`src/common/vec_isa_pkg.sv`:
```
// Vector unit ISA package with host opcodes and register index types
`default_nettype none

package vec_isa_pkg;

  // Host opcodes
  // Codes 10 to 15 are decoded as illegal
  typedef enum logic [3:0] {
    OP_SETVL  = 4'd0,
    OP_VID    = 4'd1,
    OP_SPLAT  = 4'd2,
    OP_ADD_VV = 4'd3,
    OP_SUB_VV = 4'd4,
    OP_AND_VV = 4'd5,
    OP_OR_VV  = 4'd6,
    OP_XOR_VV = 4'd7,
    OP_ADD_VX = 4'd8,
    OP_READ   = 4'd9
  } vec_op_e;

  // Architectural vector registers
  localparam int unsigned NumVRegs = 8;

  typedef logic [$clog2(NumVRegs)-1:0] vreg_idx_t;

endpackage : vec_isa_pkg

`default_nettype wire

```
`src/common/vec_uarch_pkg.sv`:
```
// Vector unit microarchitecture package with lane operations and pipeline depth
`default_nettype none

package vec_uarch_pkg;

  // Operation carried by a row command to the lanes
  typedef enum logic [2:0] {
    LANE_IDX    = 3'd0,
    LANE_SCALAR = 3'd1,
    LANE_ADD    = 3'd2,
    LANE_SUB    = 3'd3,
    LANE_AND    = 3'd4,
    LANE_OR     = 3'd5,
    LANE_XOR    = 3'd6,
    LANE_READ   = 3'd7
  } lane_op_e;

  // Operand stage plus execute stage
  localparam int unsigned LaneDepth = 2;

endpackage : vec_uarch_pkg

`default_nettype wire

```
`src/lane/vec_lane.sv`:
```
// Vector lane with an operand stage and an execute stage around its register file
`timescale 1ns/10ps
`default_nettype none

module vec_lane import vec_isa_pkg::*; import vec_uarch_pkg::*; #(
  parameter  int unsigned NrLanes     = 4,
  parameter  int unsigned VLenPerLane = 4,
  parameter  int unsigned ElemWidth   = 32,
  parameter  int unsigned LaneId      = 0,
  localparam int unsigned RowW        = (VLenPerLane > 1) ? $clog2(VLenPerLane) : 1
) (
  input  logic                 clk_i,
  input  logic                 rst_n_i,
  // Row command from the sequencer
  input  logic                 cmd_valid_i,
  input  lane_op_e             cmd_op_i,
  input  logic [RowW-1:0]      cmd_row_i,
  input  vreg_idx_t            cmd_vd_i,
  input  vreg_idx_t            cmd_vs1_i,
  input  vreg_idx_t            cmd_vs2_i,
  input  logic                 cmd_use_scalar_i,
  input  logic [ElemWidth-1:0] cmd_scalar_i,
  // Read data back to the sequencer
  output logic                 rd_valid_o,
  output logic [ElemWidth-1:0] rd_data_o
);

  // One valid bit per pipeline stage
  logic [LaneDepth-1:0] stage_vld_q;
  lane_op_e             op_q;
  logic [RowW-1:0]      row_q;
  vreg_idx_t            vd_q;
  logic [ElemWidth-1:0] opa_q;
  logic [ElemWidth-1:0] opb_q;
  logic [ElemWidth-1:0] rdata_a;
  logic [ElemWidth-1:0] rdata_b;
  logic [ElemWidth-1:0] result;
  logic                 we;

  vec_lane_vrf #(
    .VLenPerLane (VLenPerLane),
    .ElemWidth   (ElemWidth  )
  ) i_vrf (
    .clk_i     (clk_i                 ),
    .rst_n_i   (rst_n_i               ),
    .raddr_a_i ({cmd_vs1_i, cmd_row_i}),
    .raddr_b_i ({cmd_vs2_i, cmd_row_i}),
    .we_i      (we                    ),
    .waddr_i   ({vd_q, row_q}         ),
    .wdata_i   (result                ),
    .rdata_a_o (rdata_a               ),
    .rdata_b_o (rdata_b               )
  );

  ////////////////////
  // Operand stage
  ////////////////////

  always_ff @(posedge clk_i) begin
    if (cmd_valid_i) begin
      op_q  <= cmd_op_i;
      row_q <= cmd_row_i;
      vd_q  <= cmd_vd_i;
      // SPLAT and ADD_VX take the scalar in place of vs1
      opa_q <= (cmd_use_scalar_i || cmd_op_i == LANE_SCALAR) ? cmd_scalar_i : rdata_a;
      opb_q <= rdata_b;
    end
  end

  ////////////////////
  // Execute stage
  ////////////////////

  // Subtract is vs2 minus vs1
  always_comb begin
    case (op_q)
      LANE_IDX:    result = ElemWidth'(row_q * NrLanes + LaneId);
      LANE_SCALAR: result = opa_q;
      LANE_ADD:    result = opb_q + opa_q;
      LANE_SUB:    result = opb_q - opa_q;
      LANE_AND:    result = opb_q & opa_q;
      LANE_OR:     result = opb_q | opa_q;
      LANE_XOR:    result = opb_q ^ opa_q;
      default:     result = opb_q;
    endcase
  end

  assign we = stage_vld_q[0] & (op_q != LANE_READ);

  always_ff @(posedge clk_i or negedge rst_n_i) begin
    if (!rst_n_i) begin
      stage_vld_q <= '0;
    end else begin
      stage_vld_q[0]           <= cmd_valid_i;
      // Only reads go on to produce an output
      stage_vld_q[LaneDepth-1] <= stage_vld_q[0] & (op_q == LANE_READ);
    end
  end

  always_ff @(posedge clk_i) begin
    if (stage_vld_q[0] && op_q == LANE_READ) begin
      rd_data_o <= opb_q;
    end
  end

  assign rd_valid_o = stage_vld_q[LaneDepth-1];

endmodule : vec_lane

`default_nettype wire

```
`src/lane/vec_lane_vrf.sv`:
```
// Lane vector register file with two combinational reads and one synchronous write
`timescale 1ns/10ps
`default_nettype none

module vec_lane_vrf import vec_isa_pkg::*; #(
  parameter  int unsigned VLenPerLane = 4,
  parameter  int unsigned ElemWidth   = 32,
  localparam int unsigned RowW        = (VLenPerLane > 1) ? $clog2(VLenPerLane) : 1,
  localparam int unsigned AddrW       = $clog2(NumVRegs) + RowW
) (
  input  logic                 clk_i,
  input  logic                 rst_n_i,
  // Address is the register index above the row
  input  logic [AddrW-1:0]     raddr_a_i,
  input  logic [AddrW-1:0]     raddr_b_i,
  input  logic                 we_i,
  input  logic [AddrW-1:0]     waddr_i,
  input  logic [ElemWidth-1:0] wdata_i,
  output logic [ElemWidth-1:0] rdata_a_o,
  output logic [ElemWidth-1:0] rdata_b_o
);

  localparam int unsigned Depth = 2 ** AddrW;

  logic [ElemWidth-1:0] mem_q [Depth];

  // Every register reads as zero after reset
  always_ff @(posedge clk_i or negedge rst_n_i) begin
    if (!rst_n_i) begin
      for (int i = 0; i < Depth; i++) begin
        mem_q[i] <= '0;
      end
    end else if (we_i) begin
      mem_q[waddr_i] <= wdata_i;
    end
  end

  assign rdata_a_o = mem_q[raddr_a_i];
  assign rdata_b_o = mem_q[raddr_b_i];

endmodule : vec_lane_vrf

`default_nettype wire

```
`config.mk`:
```
export PLATFORM = sky130hd
export DESIGN_NAME = vec_lane
export DESIGN_NICKNAME = d
export VERILOG_FILES = /design/src/common/vec_isa_pkg.sv /design/src/common/vec_uarch_pkg.sv /design/src/lane/vec_lane.sv /design/src/lane/vec_lane_vrf.sv
export SDC_FILE = /design/constraint.sdc
export NUM_CORES = 2
export LEC_CHECK = 0
export BUFFER_PORTS_ARGS = -buffer_cell sky130_fd_sc_hd__buf_2
export CAP_MARGIN = 10
export CORE_ASPECT_RATIO = 0.8
export CORE_MARGIN = 1.5
export CORE_UTILIZATION = 60
export DETAILED_ROUTE_END_ITERATION = 10
export PLACE_DENSITY = 0.76
export SYNTH_ARGS = -nofsm -noshare
export SYNTH_HDL_FRONTEND = slang
export SYNTH_SLANG_ARGS = --single-unit
```
`constraint.sdc`:
```
create_clock -name clk_i -period 11.35 [get_ports clk_i]
set_clock_uncertainty 0.15 [all_clocks]
set_input_delay 2.27 -clock clk_i [delete_from_list [all_inputs] [get_ports clk_i]]
set_output_delay 2.27 -clock clk_i [all_outputs]
set_load 0.05 [all_outputs]
```
After elaboration in Yosys (flattened, before gate mapping)

Cells that the tools add are included.
Widths: inputs -> output; s select.

Word-level logic and storage cells: 77
Output and inout port bits: 33
Input bits: 50
Register bits after elaboration: 1,130

Order comparisons: 4
Equal/unequal tests: 9
Multiplexer cells: 11
Bitwise gates (word level): 8
Add/sub/neg operators: 2
Reduce and logical (&&, ||, !) cells: 4

Operators with widths:

| operator           | count |
|---|---|
| $bwmux 1024        | 1 |
| $bmux 32 s5        | 2 |
| $pmux 32 s7        | 1 |
| $mux 32            | 6 |
| $demux 32 s5       | 1 |
| $add 32x32->32     | 1 |
| $and 32x32->32     | 1 |
| $or 32x32->32      | 1 |
| $sub 32x32->32     | 1 |
| $xor 32x32->32     | 1 |
| $ge 6x6->1 const B | 3 |
| $not 5->6          | 3 |
| $eq 3x3->1 const B | 4 |
| $eq 3x1->1 const B | 2 |
| $eq 3x2->1 const B | 2 |
| $lt 6x1->1 const B | 1 |
| $logic_not 3->1    | 1 |
| $ne 3x3->1 const B | 1 |
| $and 1x1->1        | 2 |
| $logic_and 1x1->1  | 2 |
| $logic_or 1x1->1   | 1 |

Longest topological paths before layout

Depth in word-level cells: 6
Gate-level depth with buffers: 20

By module

A second synthesis with hierarchy kept.

Cells, all modules: 5,466
Area, all modules: 64,637.0 sq um

Modules (own cells, without submodules):

| module       | cells each | area each (sq um) | instances | sequential area each (sq um) |
|---|---|---|---|---|
| vec_lane_vrf | 4,605      | 56,245.2          | 1         | 25,624.6 |
| vec_lane     | 861        | 8,391.8           | 1         | 3,173.0 |

Worst setup path after synthesis

No wires, ideal clock.

Path kind: input -> register
From: in cmd_row_i[0]
To: reg opb_q[23] (data pin)
Arrival time: 4,214 ps
Library setup time: 260 ps
Path slack: 6,726 ps
Cell stages on the path: 6
Buffers on the path: 3
Path through: clkbuf_1 -> buf_2 -> buf_2 -> mux4_2 -> mux4_2 -> mux2_2

Word-level cells in the longest chain between the ends: 4

Ends and longest elaborated chain:

| what                                       | RTL line           | source |
|---|---|---|
| start, declared                            | vec_lane.sv:17     | `input logic [RowW-1:0] cmd_row_i,` |
| $not 5->6 (not written as such)            | vec_lane_vrf.sv:39 | `assign rdata_b_o = mem_q[raddr_b_i];` |
| $bmux 32 s5                                | vec_lane_vrf.sv:39 |  |
| $mux 32 (not written as such) (2 in a row) | vec_lane_vrf.sv:39 |  |
| via i_vrf.rdata_b_o[23]                    | vec_lane_vrf.sv:20 | `output logic [ElemWidth-1:0] rdata_b_o` |
| end signal, assigned                       | vec_lane.sv:66     | `opb_q <= rdata_b;` |
| end, declared                              | vec_lane.sv:34     | `logic [ElemWidth-1:0] opb_q;` |

The timed path passes the listed nets, and every way through them passes these cells. The select of a mux whose other input is x is not followed.
A chain may end at the register's enable or synchronous reset.

Final worst setup path

From: reg op_q[1]
To: reg i_vrf.mem_q[991] (netlist name)

Word-level cells in the longest chain between the ends: 3
Elaborated cells between the ends (all ways): 11

Ends and longest elaborated chain:

| what                               | RTL line           | source |
|---|---|---|
| start, declared                    | vec_lane.sv:30     | `lane_op_e op_q;` |
| start signal, assigned             | vec_lane.sv:61     | `op_q <= cmd_op_i;` |
| $eq 3x3->1 (tied with other cells) | vec_lane.sv:76     | `case (op_q)` |
| $pmux 32 s7                        | vec_lane.sv:76     |  |
| $bwmux 1024                        | vec_lane_vrf.sv:34 | `mem_q[waddr_i] <= wdata_i;` |
| end signal, assigned by index      | vec_lane_vrf.sv:34 |  |
| end, declared                      | vec_lane_vrf.sv:25 | `logic [ElemWidth-1:0] mem_q [Depth];` |

Parallel ways exist; a longest one is shown, timed or not.

==> flow_summary_export.csv <==
group,metric,value,unit
run_status,outcome,"finished clean",
clock_network,cts-resized-gates,0,
logic_synthesis,ys_seq_elements,1130,
global_route,grt_most_used_layer,"met2",
timing,finalHoldViolations,0,
clock_network,cts_buffer_depth,3,
place,dp_hpwl,94900,um
routing,antenna_left,0,
routing,vias,39700,
timing,setup_viol,0,
logic_synthesis,syn_nets,4958,
global_route,grt_overflow,0,
power_and_ir_drop,ir_worst_vdd,0.146,mV
global_route,use_met3,0.0931,
global_route,grt_pass1_vias,39200,
timing,rsz0062_at_grt,"no",
place,portBuffers,82,
logic_synthesis,synth_area,54500,um2
logic_synthesis,synth_edf_count,104,
critical_path,arrival,6.10,ns
clock_network,clockRootBuffer,"clkbuf_16",
finish,area_growth,8.97,%
logic_synthesis,avgSynthCellArea,11.3,um2
clock_network,cts_setup_buffers,0,
logic_synthesis,synth_top_area_cell,"dfrtp_1",
logic_synthesis,synth_top_area_share,0.471,
critical_path,crit_path_start_kind,"flop",
floorplan,die-area,92600,um2
clock_network,clkTransAtPathRegs,0.06,ns
timing,fin_crit_sh,0.502,
clock_network,clkSinkCount,1130,
clock_network,ctsHoldBuffers,0,
global_route,grt_usage,0.362,
critical_path,rrSetupSlack,5.65,ns
logic_synthesis,syn_inst,4811,
routing,wirelength,165000,um
power_and_ir_drop,p_per_area,211,nW/um2
logic_synthesis,synthDistinctLibCells,83,
clock_network,cts_made_buffers,110,
floorplan,fp.dieW,340,um
timing,fin_crit,5.70,ns
critical_path,path_class,"flop to flop",
logic_synthesis,async_flop_share,0.908,
global_route,grt_pass1_wl,249000,um
logic_synthesis,synth_area_leaders,"dfrtp_1 47%, mux4_2 16%, nand2_1 7.2%",
logic_synthesis,synth.most_common_cell,"nand2_1",
critical_path,endpoint_kind,"flop",
global_route,antenna_found_initial,7,
timing,tightest_slew,1.23,ns
clock_network,htreeDepth,3,
global_route,use_met2,0.541,
floorplan,rows,98,
timing,slew_viol_final,0,
floorplan,start_util,0.608,
global_route,grt_max_degree,179,
timing,finalSetupTns,0,ns
routing,route.detailed.wl_per_inst,27.7,um
logic_synthesis,ys_warn_count,0,
logic_synthesis,synth_ff_type,"dfrtp_1",
floorplan,io_pins,83,
floorplan,fp.coreArea,89600,um2
timing,hold_slack,0.323,ns
finish,drive_gt1_frac,0.194,
critical_path,cp_max_fo,52,
routing,drt_iter0_drc,4802,
timing,slew_headroom,0.177,
finish,nNetsFinal,4807,
routing,first_pass_iters,6,
routing,via_per_inst,6.67,
place,gp_congestion,0.986,
logic_synthesis,synth_top_cells_by_count,"1,050 x nand2_1, 1,026 x dfrtp_1, 733 x o21ai_0, 387 x mux4_2, 354 x clkbuf_1",
run,maxCapViolations,0,
clock_network,clock_latency,0.72,ns
critical_path,cp.required,11.75,ns
floorplan,die_h,273,um
timing,fmax,175,MHz
global_route,grtUsageMet1,0.521,
routing,drc_errors,0,
logic_synthesis,ys_seq_area_frac,0.529,
min_path,hold_path.class,"flop to flop",
clock_network,cts_tree,"built",
power_and_ir_drop,power_leakage,26.1,nW
## power breakdown
group	switching (W)	internal, W
Combinational	0.00162	0.00138
Clock	0.00163	0.00206
Sequential	0.000667	0.00519
## logic make-up after synthesis
group / synth area share
compound gates: 0.125
simple gates: 0.0902
flops: 0.529
mux: 0.188
buf+inv: 0.0374
fa+ha+maj: 0.0224
xor+xnor: 0.00785
## worst max-delay path: stages (launching register included)
cell,delay [ns]
edfxtp_1,0.32
buf_4,0.52
nand2b_1,0.10
buf_4,0.25
nor2_1,0.33
buf_4,0.30
a31oi_1,0.09
xnor2_1,0.19
ha_1,0.43
nand2_1,0.14
nor4_1,0.55
nand3_1,0.20
o21a_1,0.21
a31oi_1,0.38
o41ai_1,0.20
a211oi_4,0.37
buf_4,0.52
o21ai_1,0.13
## path summary, 6_finish.rpt
path,start,end,cells after the start
worst min register to register,i_vrf.mem_q[756],i_vrf.mem_q[756],2
worst min-delay path,i_vrf.mem_q[756],i_vrf.mem_q[756],2
min in group asynchronous,rst_n_i,i_vrf.mem_q[639],1
worst max register to register,op_q[1],i_vrf.mem_q[991],17
worst max-delay path,op_q[1],i_vrf.mem_q[991],17
max in group asynchronous,rst_n_i,i_vrf.mem_q[326],3
## cell usage in the layout (no fill, tap or decap), drive strengths merged, types with 21 or more instances in the layout
| master | netlist | final |
|---|---|---|
| edfxtp | 104 | 104 |
| clkinv | 0 | 32 |
| nor2 | 94 | 94 |
| mux2i | 43 | 43 |
| nand2 | 1050 | 1050 |
| clkbuf | 355 | 163 |
| nor3 | 21 | 21 |
| mux4 | 387 | 387 |
| mux2 | 98 | 98 |
| o21ai | 1021 | 1021 |
| a21oi | 102 | 102 |
| buf | 76 | 168 |
| dfrtp | 1026 | 1026 |
| inv | 80 | 88 |
| ha | 96 | 96 |
| xnor2 | 42 | 42 |
## final cells by class
class | instances | area, um2
fillers | 6459 | 30300
flip-flops and latches | 1130 | 28800
multi-input cells | 3170 | 23900
clock buffers | 163 | 3160
well taps | 1200 | 1500
repair buffers | 168 | 1200
clock inverters | 47 | 473
inverters | 80 | 300
diodes | 1 | 2.50
## stage by stage
| stage | instances | cell area, um2 | setup WS [ns] | utilization | power [W] |
|---|---|---|---|---|---|
| finish | 5959 | 59400 | 5.65 | 0.662 | 0.0125 |
| global route | 5958 | 59400 | 5.40 | 0.662 | 0.0131 |
| CTS | 5953 | 59300 | 5.77 | 0.662 | 0.0125 |
| detailed placement | 5743 | 55700 | 5.64 | 0.621 | 0.00881 |
| global placement | 5743 | 55700 | 5.67 | 0.621 | 0.00863 |
| floorplan | 4811 | 54500 | 6.73 | - | 0.00787 |
## registers in the layout (all words and copies together) (netlist names)
register	cells
i_vrf.mem_q	1024
op_q	3
opa_q	32
opb_q	32
rd_data_o	32
row_q	2
stage_vld_q	2
vd_q	3
## layer usage
layer | up-vias | share of wire | wire [um]
li1 | 16900 | - | -
met1 | 20100 | 0.39 | 64800
met2 | 2292 | 0.45 | 73800
met3 | 431 | 0.12 | 19800
met4 | 2 | 0.039 | 6430
met5 | - | 0.000079 | 13
Note: power is estimated with default switching activity, not from simulation.
