<file path="src/common/vec_isa_pkg.sv">
// Vector unit ISA package with host opcodes and register index types
`default_nettype none

package vec_isa_pkg;

  // Host opcodes
  // Codes 10 to 15 are decoded as illegal
  typedef enum logic [3:0] {
    OP_SETVL  = 4'd0,
    OP_VID    = 4'd1,
    OP_SPLAT  = 4'd2,
    OP_ADD_VV = 4'd3,
    OP_SUB_VV = 4'd4,
    OP_AND_VV = 4'd5,
    OP_OR_VV  = 4'd6,
    OP_XOR_VV = 4'd7,
    OP_ADD_VX = 4'd8,
    OP_READ   = 4'd9
  } vec_op_e;

  // Architectural vector registers
  localparam int unsigned NumVRegs = 8;

  typedef logic [$clog2(NumVRegs)-1:0] vreg_idx_t;

endpackage : vec_isa_pkg

`default_nettype wire

</file>
<file path="src/common/vec_uarch_pkg.sv">
// Vector unit microarchitecture package with lane operations and pipeline depth
`default_nettype none

package vec_uarch_pkg;

  // Operation carried by a row command to the lanes
  typedef enum logic [2:0] {
    LANE_IDX    = 3'd0,
    LANE_SCALAR = 3'd1,
    LANE_ADD    = 3'd2,
    LANE_SUB    = 3'd3,
    LANE_AND    = 3'd4,
    LANE_OR     = 3'd5,
    LANE_XOR    = 3'd6,
    LANE_READ   = 3'd7
  } lane_op_e;

  // Operand stage plus execute stage
  localparam int unsigned LaneDepth = 2;

endpackage : vec_uarch_pkg

`default_nettype wire

</file>
<file path="src/verilog/vec_sequencer.sv">
// Vector sequencer that owns vl, broadcasts row commands and orders responses
`timescale 1ns/10ps
`default_nettype none

module vec_sequencer import vec_isa_pkg::*; import vec_uarch_pkg::*; #(
  parameter  int unsigned NrLanes     = 4,
  parameter  int unsigned VLenPerLane = 4,
  parameter  int unsigned ElemWidth   = 32,
  localparam int unsigned RowW        = (VLenPerLane > 1) ? $clog2(VLenPerLane) : 1
) (
  input  logic                              clk_i,
  input  logic                              rst_n_i,
  // Decoded instruction
  input  logic                              dec_valid_i,
  output logic                              dec_ready_o,
  input  lane_op_e                          dec_op_i,
  input  logic                              dec_is_setvl_i,
  input  vreg_idx_t                         dec_vd_i,
  input  vreg_idx_t                         dec_vs1_i,
  input  vreg_idx_t                         dec_vs2_i,
  input  logic                              dec_use_scalar_i,
  input  logic [ElemWidth-1:0]              dec_scalar_i,
  // Row commands to the lanes
  output logic [NrLanes-1:0]                lane_valid_o,
  output lane_op_e                          lane_op_o,
  output logic [RowW-1:0]                   lane_row_o,
  output vreg_idx_t                         lane_vd_o,
  output vreg_idx_t                         lane_vs1_o,
  output vreg_idx_t                         lane_vs2_o,
  output logic                              lane_use_scalar_o,
  output logic [ElemWidth-1:0]              lane_scalar_o,
  input  logic [NrLanes-1:0]                lane_rd_valid_i,
  input  logic [NrLanes-1:0][ElemWidth-1:0] lane_rd_data_i,
  // Host responses
  output logic                              resp_valid_o,
  output logic [ElemWidth-1:0]              resp_data_o
);

  localparam int unsigned VLMAX = NrLanes * VLenPerLane;
  localparam int unsigned VlW   = $clog2(VLMAX + 1);
  localparam int unsigned LaneW = (NrLanes > 1) ? $clog2(NrLanes) : 1;
  localparam int unsigned CntW  = $clog2(LaneDepth + 1);

  typedef enum logic [2:0] {
    S_IDLE,
    S_DRAIN,
    S_RUN,
    S_BUBBLE,
    S_WAIT
  } seq_state_e;

  seq_state_e           state_q;
  logic [VlW-1:0]       vl_q;
  logic [RowW-1:0]      row_last_q;
  logic [LaneW-1:0]     rd_lane_q;
  logic [CntW-1:0]      drain_q;
  logic                 setvl_resp_q;
  logic                 accept;
  logic                 rd_hit;
  logic [ElemWidth-1:0] elem_idx;
  logic [RowW-1:0]      last_row;
  logic [RowW-1:0]      read_row;
  logic [LaneW-1:0]     read_lane;
  logic [NrLanes-1:0]   row_mask;

  assign dec_ready_o = (state_q == S_IDLE);
  assign accept      = dec_valid_i & dec_ready_o;

  // Element e sits in lane e mod NrLanes, row e / NrLanes
  assign elem_idx  = ElemWidth'(dec_scalar_i % VLMAX);
  assign read_row  = RowW'(elem_idx / NrLanes);
  assign read_lane = LaneW'(elem_idx % NrLanes);
  // Only meaningful for a nonzero vl
  assign last_row  = RowW'((vl_q - 1'b1) / NrLanes);

  // Tail elements at or above vl are left untouched
  always_comb begin
    for (int l = 0; l < NrLanes; l++) begin
      row_mask[l] = (lane_row_o * NrLanes + l) < vl_q;
    end
  end

  always_comb begin
    lane_valid_o = '0;
    if (state_q == S_RUN) begin
      lane_valid_o = (lane_op_o == LANE_READ) ? NrLanes'(1) << rd_lane_q : row_mask;
    end
  end

  ////////////////////
  // Responses
  ////////////////////

  assign rd_hit       = (state_q == S_WAIT) & lane_rd_valid_i[rd_lane_q];
  assign resp_valid_o = setvl_resp_q | rd_hit;
  assign resp_data_o  = setvl_resp_q ? ElemWidth'(vl_q) : lane_rd_data_i[rd_lane_q];

  ////////////////////
  // Control FSM
  ////////////////////

  always_ff @(posedge clk_i or negedge rst_n_i) begin
    if (!rst_n_i) begin
      state_q      <= S_IDLE;
      vl_q         <= '0;
      lane_row_o   <= '0;
      drain_q      <= '0;
      setvl_resp_q <= 1'b0;
    end else begin
      setvl_resp_q <= accept & dec_is_setvl_i;
      case (state_q)
        S_IDLE: begin
          if (accept && dec_is_setvl_i) begin
            vl_q <= VlW'(dec_scalar_i);
          end else if (accept && dec_op_i == LANE_READ) begin
            // Let earlier writes leave the lane pipelines
            lane_row_o <= read_row;
            drain_q    <= CntW'(LaneDepth);
            state_q    <= S_DRAIN;
          end else if (accept) begin
            lane_row_o <= '0;
            state_q    <= (vl_q == '0) ? S_BUBBLE : S_RUN;
          end
        end
        S_DRAIN: begin
          drain_q <= drain_q - 1'b1;
          if (drain_q == CntW'(1)) begin
            state_q <= S_RUN;
          end
        end
        S_RUN: begin
          lane_row_o <= lane_row_o + 1'b1;
          if (lane_row_o == row_last_q) begin
            state_q <= (lane_op_o == LANE_READ) ? S_WAIT : S_BUBBLE;
          end
        end
        S_WAIT: begin
          if (rd_hit) begin
            state_q <= S_IDLE;
          end
        end
        default: state_q <= S_IDLE;
      endcase
    end
  end

  // Command fields held for the whole instruction
  always_ff @(posedge clk_i) begin
    if (accept && !dec_is_setvl_i) begin
      lane_op_o         <= dec_op_i;
      lane_vd_o         <= dec_vd_i;
      lane_vs1_o        <= dec_vs1_i;
      lane_vs2_o        <= dec_vs2_i;
      lane_use_scalar_o <= dec_use_scalar_i;
      lane_scalar_o     <= dec_scalar_i;
      row_last_q        <= (dec_op_i == LANE_READ) ? read_row : last_row;
      rd_lane_q         <= read_lane;
    end
  end

endmodule : vec_sequencer

`default_nettype wire

</file>
<file path="config.mk">
export PLATFORM = sky130hd
export DESIGN_NAME = vec_sequencer
export DESIGN_NICKNAME = d
export VERILOG_FILES = /design/src/common/vec_isa_pkg.sv /design/src/common/vec_uarch_pkg.sv /design/src/verilog/vec_sequencer.sv
export SDC_FILE = /design/constraint.sdc
export NUM_CORES = 1
export LEC_CHECK = 0
export BUFFER_PORTS_ARGS = -buffer_cell sky130_fd_sc_hd__buf_4
export CAP_MARGIN = 20
export CORE_AREA = 2 2 103 105
export CTS_BUF_LIST = sky130_fd_sc_hd__clkbuf_2
export DETAILED_ROUTE_END_ITERATION = 8
export DIE_AREA = 0 0 105 107
export PLACE_DENSITY_LB_ADDON = 0.05
export SYNTH_ARGS = -nofsm -noshare
export SYNTH_HDL_FRONTEND = slang
export SYNTH_SLANG_ARGS = --single-unit
</file>
<file path="constraint.sdc">
create_clock -name clk_i -period 9.7 [get_ports clk_i]
set_input_delay 0.485 -clock clk_i [delete_from_list [all_inputs] [get_ports clk_i]]
set_output_delay 0.485 -clock clk_i [all_outputs]
set_load 0.1 [all_outputs]
</file>
* After elaboration in Yosys (flattened, before gate mapping)
Cells that the tools add are included.
** Storage, ports and cells
- Logic and storage cells :: 78
- Bits in registers :: 62
- Input port bits :: 181
- Output and inout port bits :: 85
** Operators by class
- Order comparisons :: 5
- Equal/unequal tests :: 13
- Shift operators :: 1
- Mux-type cells :: 24
- Add/subtract/negate cells :: 6
- Bitwise operators :: 4
- Reductions and logical operators :: 12
** Operators with widths (number)
- $bmux 32 s2 :: 1
- $mux 32 :: 2
- $mux 3 :: 7
- $lt 5x5->1 :: 3
- $mux 2 :: 6
- $pmux 3 s4 :: 1
- $add 4x2->5 const B :: 2
- $eq 3x3->1 const B :: 3
- $mux 4 :: 2
- $pmux 2 s2 :: 2
- $ne 2x2->1 const B :: 3
- $reduce_and 3->1 :: 2
- $add 4x1->5 const B :: 1
- $logic_not 5->1 :: 1
- $lt 4x5->1 :: 1
- $reduce_and 5->1 :: 1
- $ne 2x1->1 const B :: 2
- $reduce_bool 2->1 :: 2
- $shl 1x2->4 const A :: 1
- $sub 4x1->4 const B :: 1
- $and 1x1->1 :: 3
- $eq 3x1->1 const B :: 1
- $eq 3x2->1 const B :: 1
- $logic_and 1x1->1 :: 3
- 12 further kinds :: 13

* Depth between registers and ports, before layout
Gate-level depths: netlist of the first run.
- Depth in word-level cells :: 6
- Gate-level depth with buffers :: 6
- Mapped depth without buffers :: 6

* Worst setup path before layout of the first run
No wires, ideal clock.
- Path kind :: input-to-reg
- Start :: in dec_is_setvl_i
- End :: reg lane_row_o[1]
- Stages on the path :: 3
- Required time :: 9.320 ns
- Arrival time :: 5.596 ns
- Path buffers :: 0
- Slack :: 3.724 ns
- Setup time :: 0.380 ns
- Cell sequence :: nand2b_1 -> nor4_1 -> a222oi_1
** On the way
- Longest elaborated chain between the ends :: 3
** Ends and longest elaborated chain
- from (decl) :: RTL line vec_sequencer.sv:17 : input logic dec_is_setvl_i,
- $logic_and 1x1->1 :: RTL line vec_sequencer.sv:113 : if (accept && dec_is_setvl_i) begin
- $ne 2x2->1 (no line)
- $reduce_and 3->1 (no line)
- to (signal assigned) :: RTL line vec_sequencer.sv:117 : lane_row_o <= read_row;
- to (signal assigned) :: RTL line vec_sequencer.sv:132 : lane_row_o <= lane_row_o + 1'b1;
- to (decl) :: RTL line vec_sequencer.sv:26 : output logic [RowW-1:0] lane_row_o,
No other way between the ends.
A chain may end at the register's enable or synchronous reset.

==> impl_metrics.yaml, run 1 <==
global_routing:
  grt_overflow_total: 0
  grt_max_degree: 49
  grt_pass1_wl_um: 18370
  antenna_found_initial: 0
  grtUsageTotal: 0.2188
  first_global_vias: 3066
floorplan:
  die-height_um: 107
  initial_core_util: 0.3391
  rows: 37
  coreArea_um2: 10090
  die_area_um2: 11240
  die_w_um: 105
  ioPinCount: 266
synth:
  yosys_most_used_dff: "edfxtp_1"
  synthXorXnorAreaFrac: 0.01024
  yosysUniqueCellTypes: 40
  synthAdderAreaFrac: 0.01463
  syn_inst: 236
  synth_compound_area_frac: 0.05484
  synth_top_family_by_area: "multiplexers"
  synth-simple-area-share: 0.1199
  ys_warn_count: 0
  ys_top_cells_by_area: "edfxtp_1 (41%), mux4_2 (21%), dfrtp_1 (9.5%)"
  async_flop_share: 0.2167
  synth.net_count: 421
  ys_seq_elements: 60
  synth_most_common_cell: "edfxtp_1"
  postSynthAreaPerCell_um2: 14.50
  synth_area_um2: 3422
  synth_top_cell_by_area: "edfxtp_1"
  yosys-top-cells-count: "edfxtp_1 (47), mux4_2 (32), nor2b_1 (30), dfrtp_1 (13)"
  synthMuxAreaShare: 0.2552
  yosysSeqAreaShare: 0.5075
  synth-edff-count: 47
  synth_top_area_frac: 0.4124
critical_path:
  cp.arrival_ps: 2780
  crit_path_end_kind: "primary output"
  startpoint_type: "flop"
  crit_fanout: 33
  criticalPathCategory: "reg2out"
  worstPathRequired_ps: 9220
timing:
  fmax_mhz: 306.5
  setup_viol: 0
  worst_slew_pin_slew_ps: 807.3
  setup_slack_ps: 6437
  slew-limit-headroom: 0.4618
  slew_violations: 0
  fin_crit_sh: 0.3364
  setup_tns_ps: 0
  whs_ps: 132.9
  skew_ps: 25.93
  rsz0062_at_grt: "false"
  hold_viol: 0
  period_needed_ps: 3263
placed_design:
  place_area_um2: 5515
  port-buffer-count: 265
  place_inst: 625
  finalWeightedCongestion: 0.8147
  pre_cts_ws_ps: 6984
  dp_hpwl_um: 10090
drt:
  routed_wirelength_um: 12480
  drt_iter0_markers: 136
  viasPerCell: 4.886
  wire_per_inst_um: 19.43
  drcViolationCount: 0
  vias: 3137
  ant_nets: 0
  drt_pass1_iterations: 4
layout:
  area_growth_pct: 65.19
  multi_input_area_um2: 1563
  fin_util: 0.5601
  n_antenna_cell: 0
  nFillCells: 917
  final_cell_area_um2: 5653
  final_cells: 642
  layout.nets: 686
  seqCellArea_um2: 1737
  layout-drive-gt1-share: 0.6581
clocking:
  htree_levels: 3
  postCtsSetupRepairBufs: 0
  cts_tree: "built"
  path_clk_slew_ps: 220
  cts_root_buf: "clkbuf_2"
  cts_made_buffers: 9
  clk_latency_ps: 490
  cts_max_path_buffers: 2
  cts_sinks: 60
power:
  design_power_total_mw: 1.487
  power.density_nw_per_um2: 263.1
  ir_drop_mv: 0.2212
  p_leak_nw: 2.529
run_status:
  status: "finished clean"
job:
  drv_cap: 0
worst_hold_path:
  worstHoldPathType: "in2reg"
==> final cells by class <==
class                           count  share of cell area
Tap cell                          136             0.03010
Clock inverter                      7             0.01461
Inverter                            7            0.004648
Multi-Input combinational cell    153              0.2765
Clock buffer                        9            0.007968
Timing Repair Buffer              270              0.3590
Sequential cell                    60              0.3072
==> routing by layer <==
metal  track usage  wire [um]  up-vias
met1        0.2453       4407     1527
met3       0.08571       1137       17
met5             0          0        -
met2        0.3836       6653      142
li1              -          -     1451
met4       0.06857        279        0
==> registers in the layout (all words and copies together) (netlist names) <==
name and flops:
drain_q 2, lane_op_o 3, lane_row_o 2, lane_scalar_o 32, lane_use_scalar_o 1, lane_vd_o 3
lane_vs1_o 3, lane_vs2_o 3, row_last_q 2, setvl_resp_q 1, state_q 3, vl_q 5
==> worst max-delay path: stages, from the launching register on <==
cell      delay, ps
edfxtp_1        600
buf_4           550
mux4_2          580
mux2_2          270
buf_4           230
==> repair_timing <==
| action | 4_1_cts | 5_1_grt |
|---|---|---|
| hold endpoints to repair | 13 | 0 |
| hold buffers | 1 | 0 |
| gates resized for setup | 0 | 0 |
==> where the power goes <==
group	leakage (nW)	internal, mW	switching [mW]
clock network	0.0715	0.0638	0.106
logic	1.87	0.258	0.671
registers	0.590	0.332	0.0561
total	2.53	0.654	0.833
==> cells by family (layout without fill, tap and decap cells) <==
| family | after synthesis | in the layout |
|---|---|---|
| AOI/OAI and AO/OA | 28 | 28 |
| xor gates and xnor gates | 4 | 4 |
| adders and majority gates | 4 | 4 |
| buffers and inverters | 23 | 293 |
| DFF | 60 | 60 |
| muxes | 46 | 46 |
| and+or+nand+nor | 71 | 71 |
==> cell usage in the layout (no fill, tap or decap), types with 2 or more instances in the layout <==
master	netlist	routed
buf_4	4	269
edfxtp_1	47	47
mux4_2	32	32
nor2b_1	30	30
dfrtp_1	13	13
nand2_1	10	10
mux2_2	10	10
nor2_1	9	9
o21ai_0	9	9
clkbuf_2	0	9
inv_1	7	7
a21oi_1	7	7
nor3_1	4	4
mux2i_1	4	4
ha_1	4	4
and3_1	3	3
nand3_1	3	3
nand3b_1	3	3
inv_6	0	3
xnor2_1	2	2
nand2b_1	2	2
nor3b_1	2	2
a21o_1	2	2
nor4_2	1	2
o21bai_1	2	2
xor2_1	2	2
clkinvlp_4	0	2
==> final timing paths <==
| path | endpoint | cells past startpoint | slack, ps | from |
|---|---|---|---|---|
| hold / removal | lane_scalar_o[30] | 1 | 130 | dec_scalar_i[30] |
| max in group asynchronous | vl_q[2] | 2 | 9160 | rst_n_i |
| hold reg to reg | drain_q[0] | 1 | 500 | drain_q[0] |
| setup reg to reg | state_q[2] | 4 | 7640 | lane_scalar_o[0] |
| min in group asynchronous | drain_q[1] | 2 | 340 | rst_n_i |
| setup / recovery | resp_data_o[0] | 4 | 6440 | lane_scalar_o[0] |
No activity file was read; power rests on OpenSTA's default activity.
==> run 2: changes to the inputs <==
==> constraint.sdc (replaced) <==
create_clock -name clk_i -period 3 [get_ports clk_i]
set_input_delay 0.15 -clock clk_i [delete_from_list [all_inputs] [get_ports clk_i]]
set_output_delay 0.15 -clock clk_i [all_outputs]
set_load 0.1 [all_outputs]
==> run 2 against run 1 <==
Against the previous run: sequential cell count unchanged; global-route usage down 0.082 points; die area unchanged; combinational power rose to 3.3 times the previous value; count of clock-buffer cells in the layout unchanged; sequential share of layout area down 2.9 points.
==> impl_metrics.yaml, run 2 (synthesized netlist as in run 1, its figures left out) <==
run_status:
  status: "finished clean"
timing:
  slew_violations: 0
  fin_crit_sh: 0.8798
  setup_viol: 0
  setup_slack_ps: 360.7
  hold_viol: 0
  period_needed_ps: 2639
  slew-limit-headroom: 0.3728
  whs_ps: 84.65
  worst_slew_pin_slew_ps: 940.8
  fmax_mhz: 378.9
  rsz0062_at_grt: "false"
  setup_tns_ps: 0
  skew_ps: 27.59
global_routing:
  grt_overflow_total: 0
  grt_max_degree: 49
  grtUsageTotal: 0.2180
  antenna_found_initial: 0
  first_global_vias: 3384
  grt_pass1_wl_um: 18570
layout:
  layout.nets: 735
  final_common_cell: "buf_4"
  reg.largest.list: "lane_scalar_o (32), vl_q (5)"
  n_antenna_cell: 0
  multi_input_area_um2: 1652
  layout_common_cells: "buf_4 (269), dlygate4sd3_1 (49), edfxtp_1 (47), mux4_2 (32), nor2b_2 (26)"
  largest_reg_flops: 32
  fin_util: 0.6188
  seqCellArea_um2: 1738
  final_cells: 691
  area_growth_pct: 82.49
  nFillCells: 865
  final_cell_area_um2: 6245
  top_register: "lane_scalar_o"
  layout-drive-gt1-share: 0.6577
clocking:
  cts_max_path_buffers: 2
  cts_resized: 0
  path_clk_slew_ps: 210
  cts_root_buf: "clkbuf_2"
  clk_latency_ps: 480
  cts_sinks: 60
  htree_levels: 3
  postCtsSetupRepairBufs: 0
  cts_tree: "built"
  hold_buffers: 49
  cts_made_buffers: 9
critical_path:
  cpLargestDelayFamily: "flip-flops"
  crit_fanout: 13
  path_cells: "buf_4, mux4_2, nor2b_2, buf_4"
  crit_slowest_cell: "edfxtp_1"
  crit_path_end_kind: "primary output"
  crit_top_cell: "buf_4"
  criticalPathCategory: "reg2out"
  cp.arrival_ps: 2490
  worstPathRequired_ps: 2850
  critPathBufInv: 2
  critical-path-max-stage-delay_ps: 780
  startpoint_type: "flop"
floorplan:
  die-height_um: 107
  ioPinCount: 266
  rows: 37
  die_w_um: 105
  die_area_um2: 11240
  coreArea_um2: 10090
  initial_core_util: 0.3391
drt:
  routed_wirelength_um: 12580
  ant_nets: 0
  drt_iter0_markers: 162
  vias: 3329
  drcViolationCount: 0
  viasPerCell: 4.818
  drt_pass1_iterations: 4
  wire_per_inst_um: 18.21
job:
  drv_cap: 0
placed_design:
  place_area_um2: 5625
  finalWeightedCongestion: 0.8156
  place_inst: 626
  dp_hpwl_um: 9725
  pre_cts_ws_ps: 827.1
  port-buffer-count: 265
power:
  ir_drop_mv: 0.8011
  p_leak_nw: 2.775
  design_power_total_mw: 4.927
  power.density_nw_per_um2: 789.0
worst_hold_path:
  worstHoldPathType: "in2reg"
-- run 2: changes by cell type in the layout (fill, tap and decap cells not counted), moves of 2 or more --
| cell | change |
|---|---|
| dlygate4sd3_1 | +48 |
| nor2b_2 | +26 |
| nor2b_1 | -26 |
| clkinv_4 | +2 |
-- run 2: final cells by class --
cell class	count	area share
clock buffers	9	0.007213
clock inverters	7	0.01342
inverters	7	0.004208
multi-input cells	153	0.2645
flip-flops and latches	60	0.2783
well taps	136	0.02725
repair buffers	319	0.4051
-- run 2: worst min-delay path: cells and delay by family --
family	cells	cell delay, ps
simple gates	2	200
buf+inv	1	130
compound gates	1	70
-- run 2: path summary, 6_finish.rpt --
path,start,end,slack [ps],cells past startpoint
setup / recovery,lane_scalar_o[0],resp_data_o[11],360,4
hold / removal,dec_valid_i,state_q[0],80,4
setup reg to reg,lane_scalar_o[0],state_q[2],1110,4
hold reg to reg,drain_q[0],drain_q[0],490,1
max in group asynchronous,rst_n_i,setvl_resp_q,1330,4
min in group asynchronous,rst_n_i,lane_row_o[0],540,3
-- run 2: report_power, final --
part           switching (mW)  internal (mW)  leakage [nW]
registers               0.203           1.07         0.588
clock network           0.346          0.207        0.0750
logic                    2.19          0.909          2.11
total                    2.74           2.19          2.77
-- run 2: routing by layer --
layer / GRT usage / share of wire / vias to the layer above
li1: - / - / 1551
met1: 0.2420 / 0.36 / 1627
met2: 0.3859 / 0.54 / 129
met3: 0.07356 / 0.073 / 22
met4: 0.08476 / 0.030 / 0
met5: 0 / 0 / -
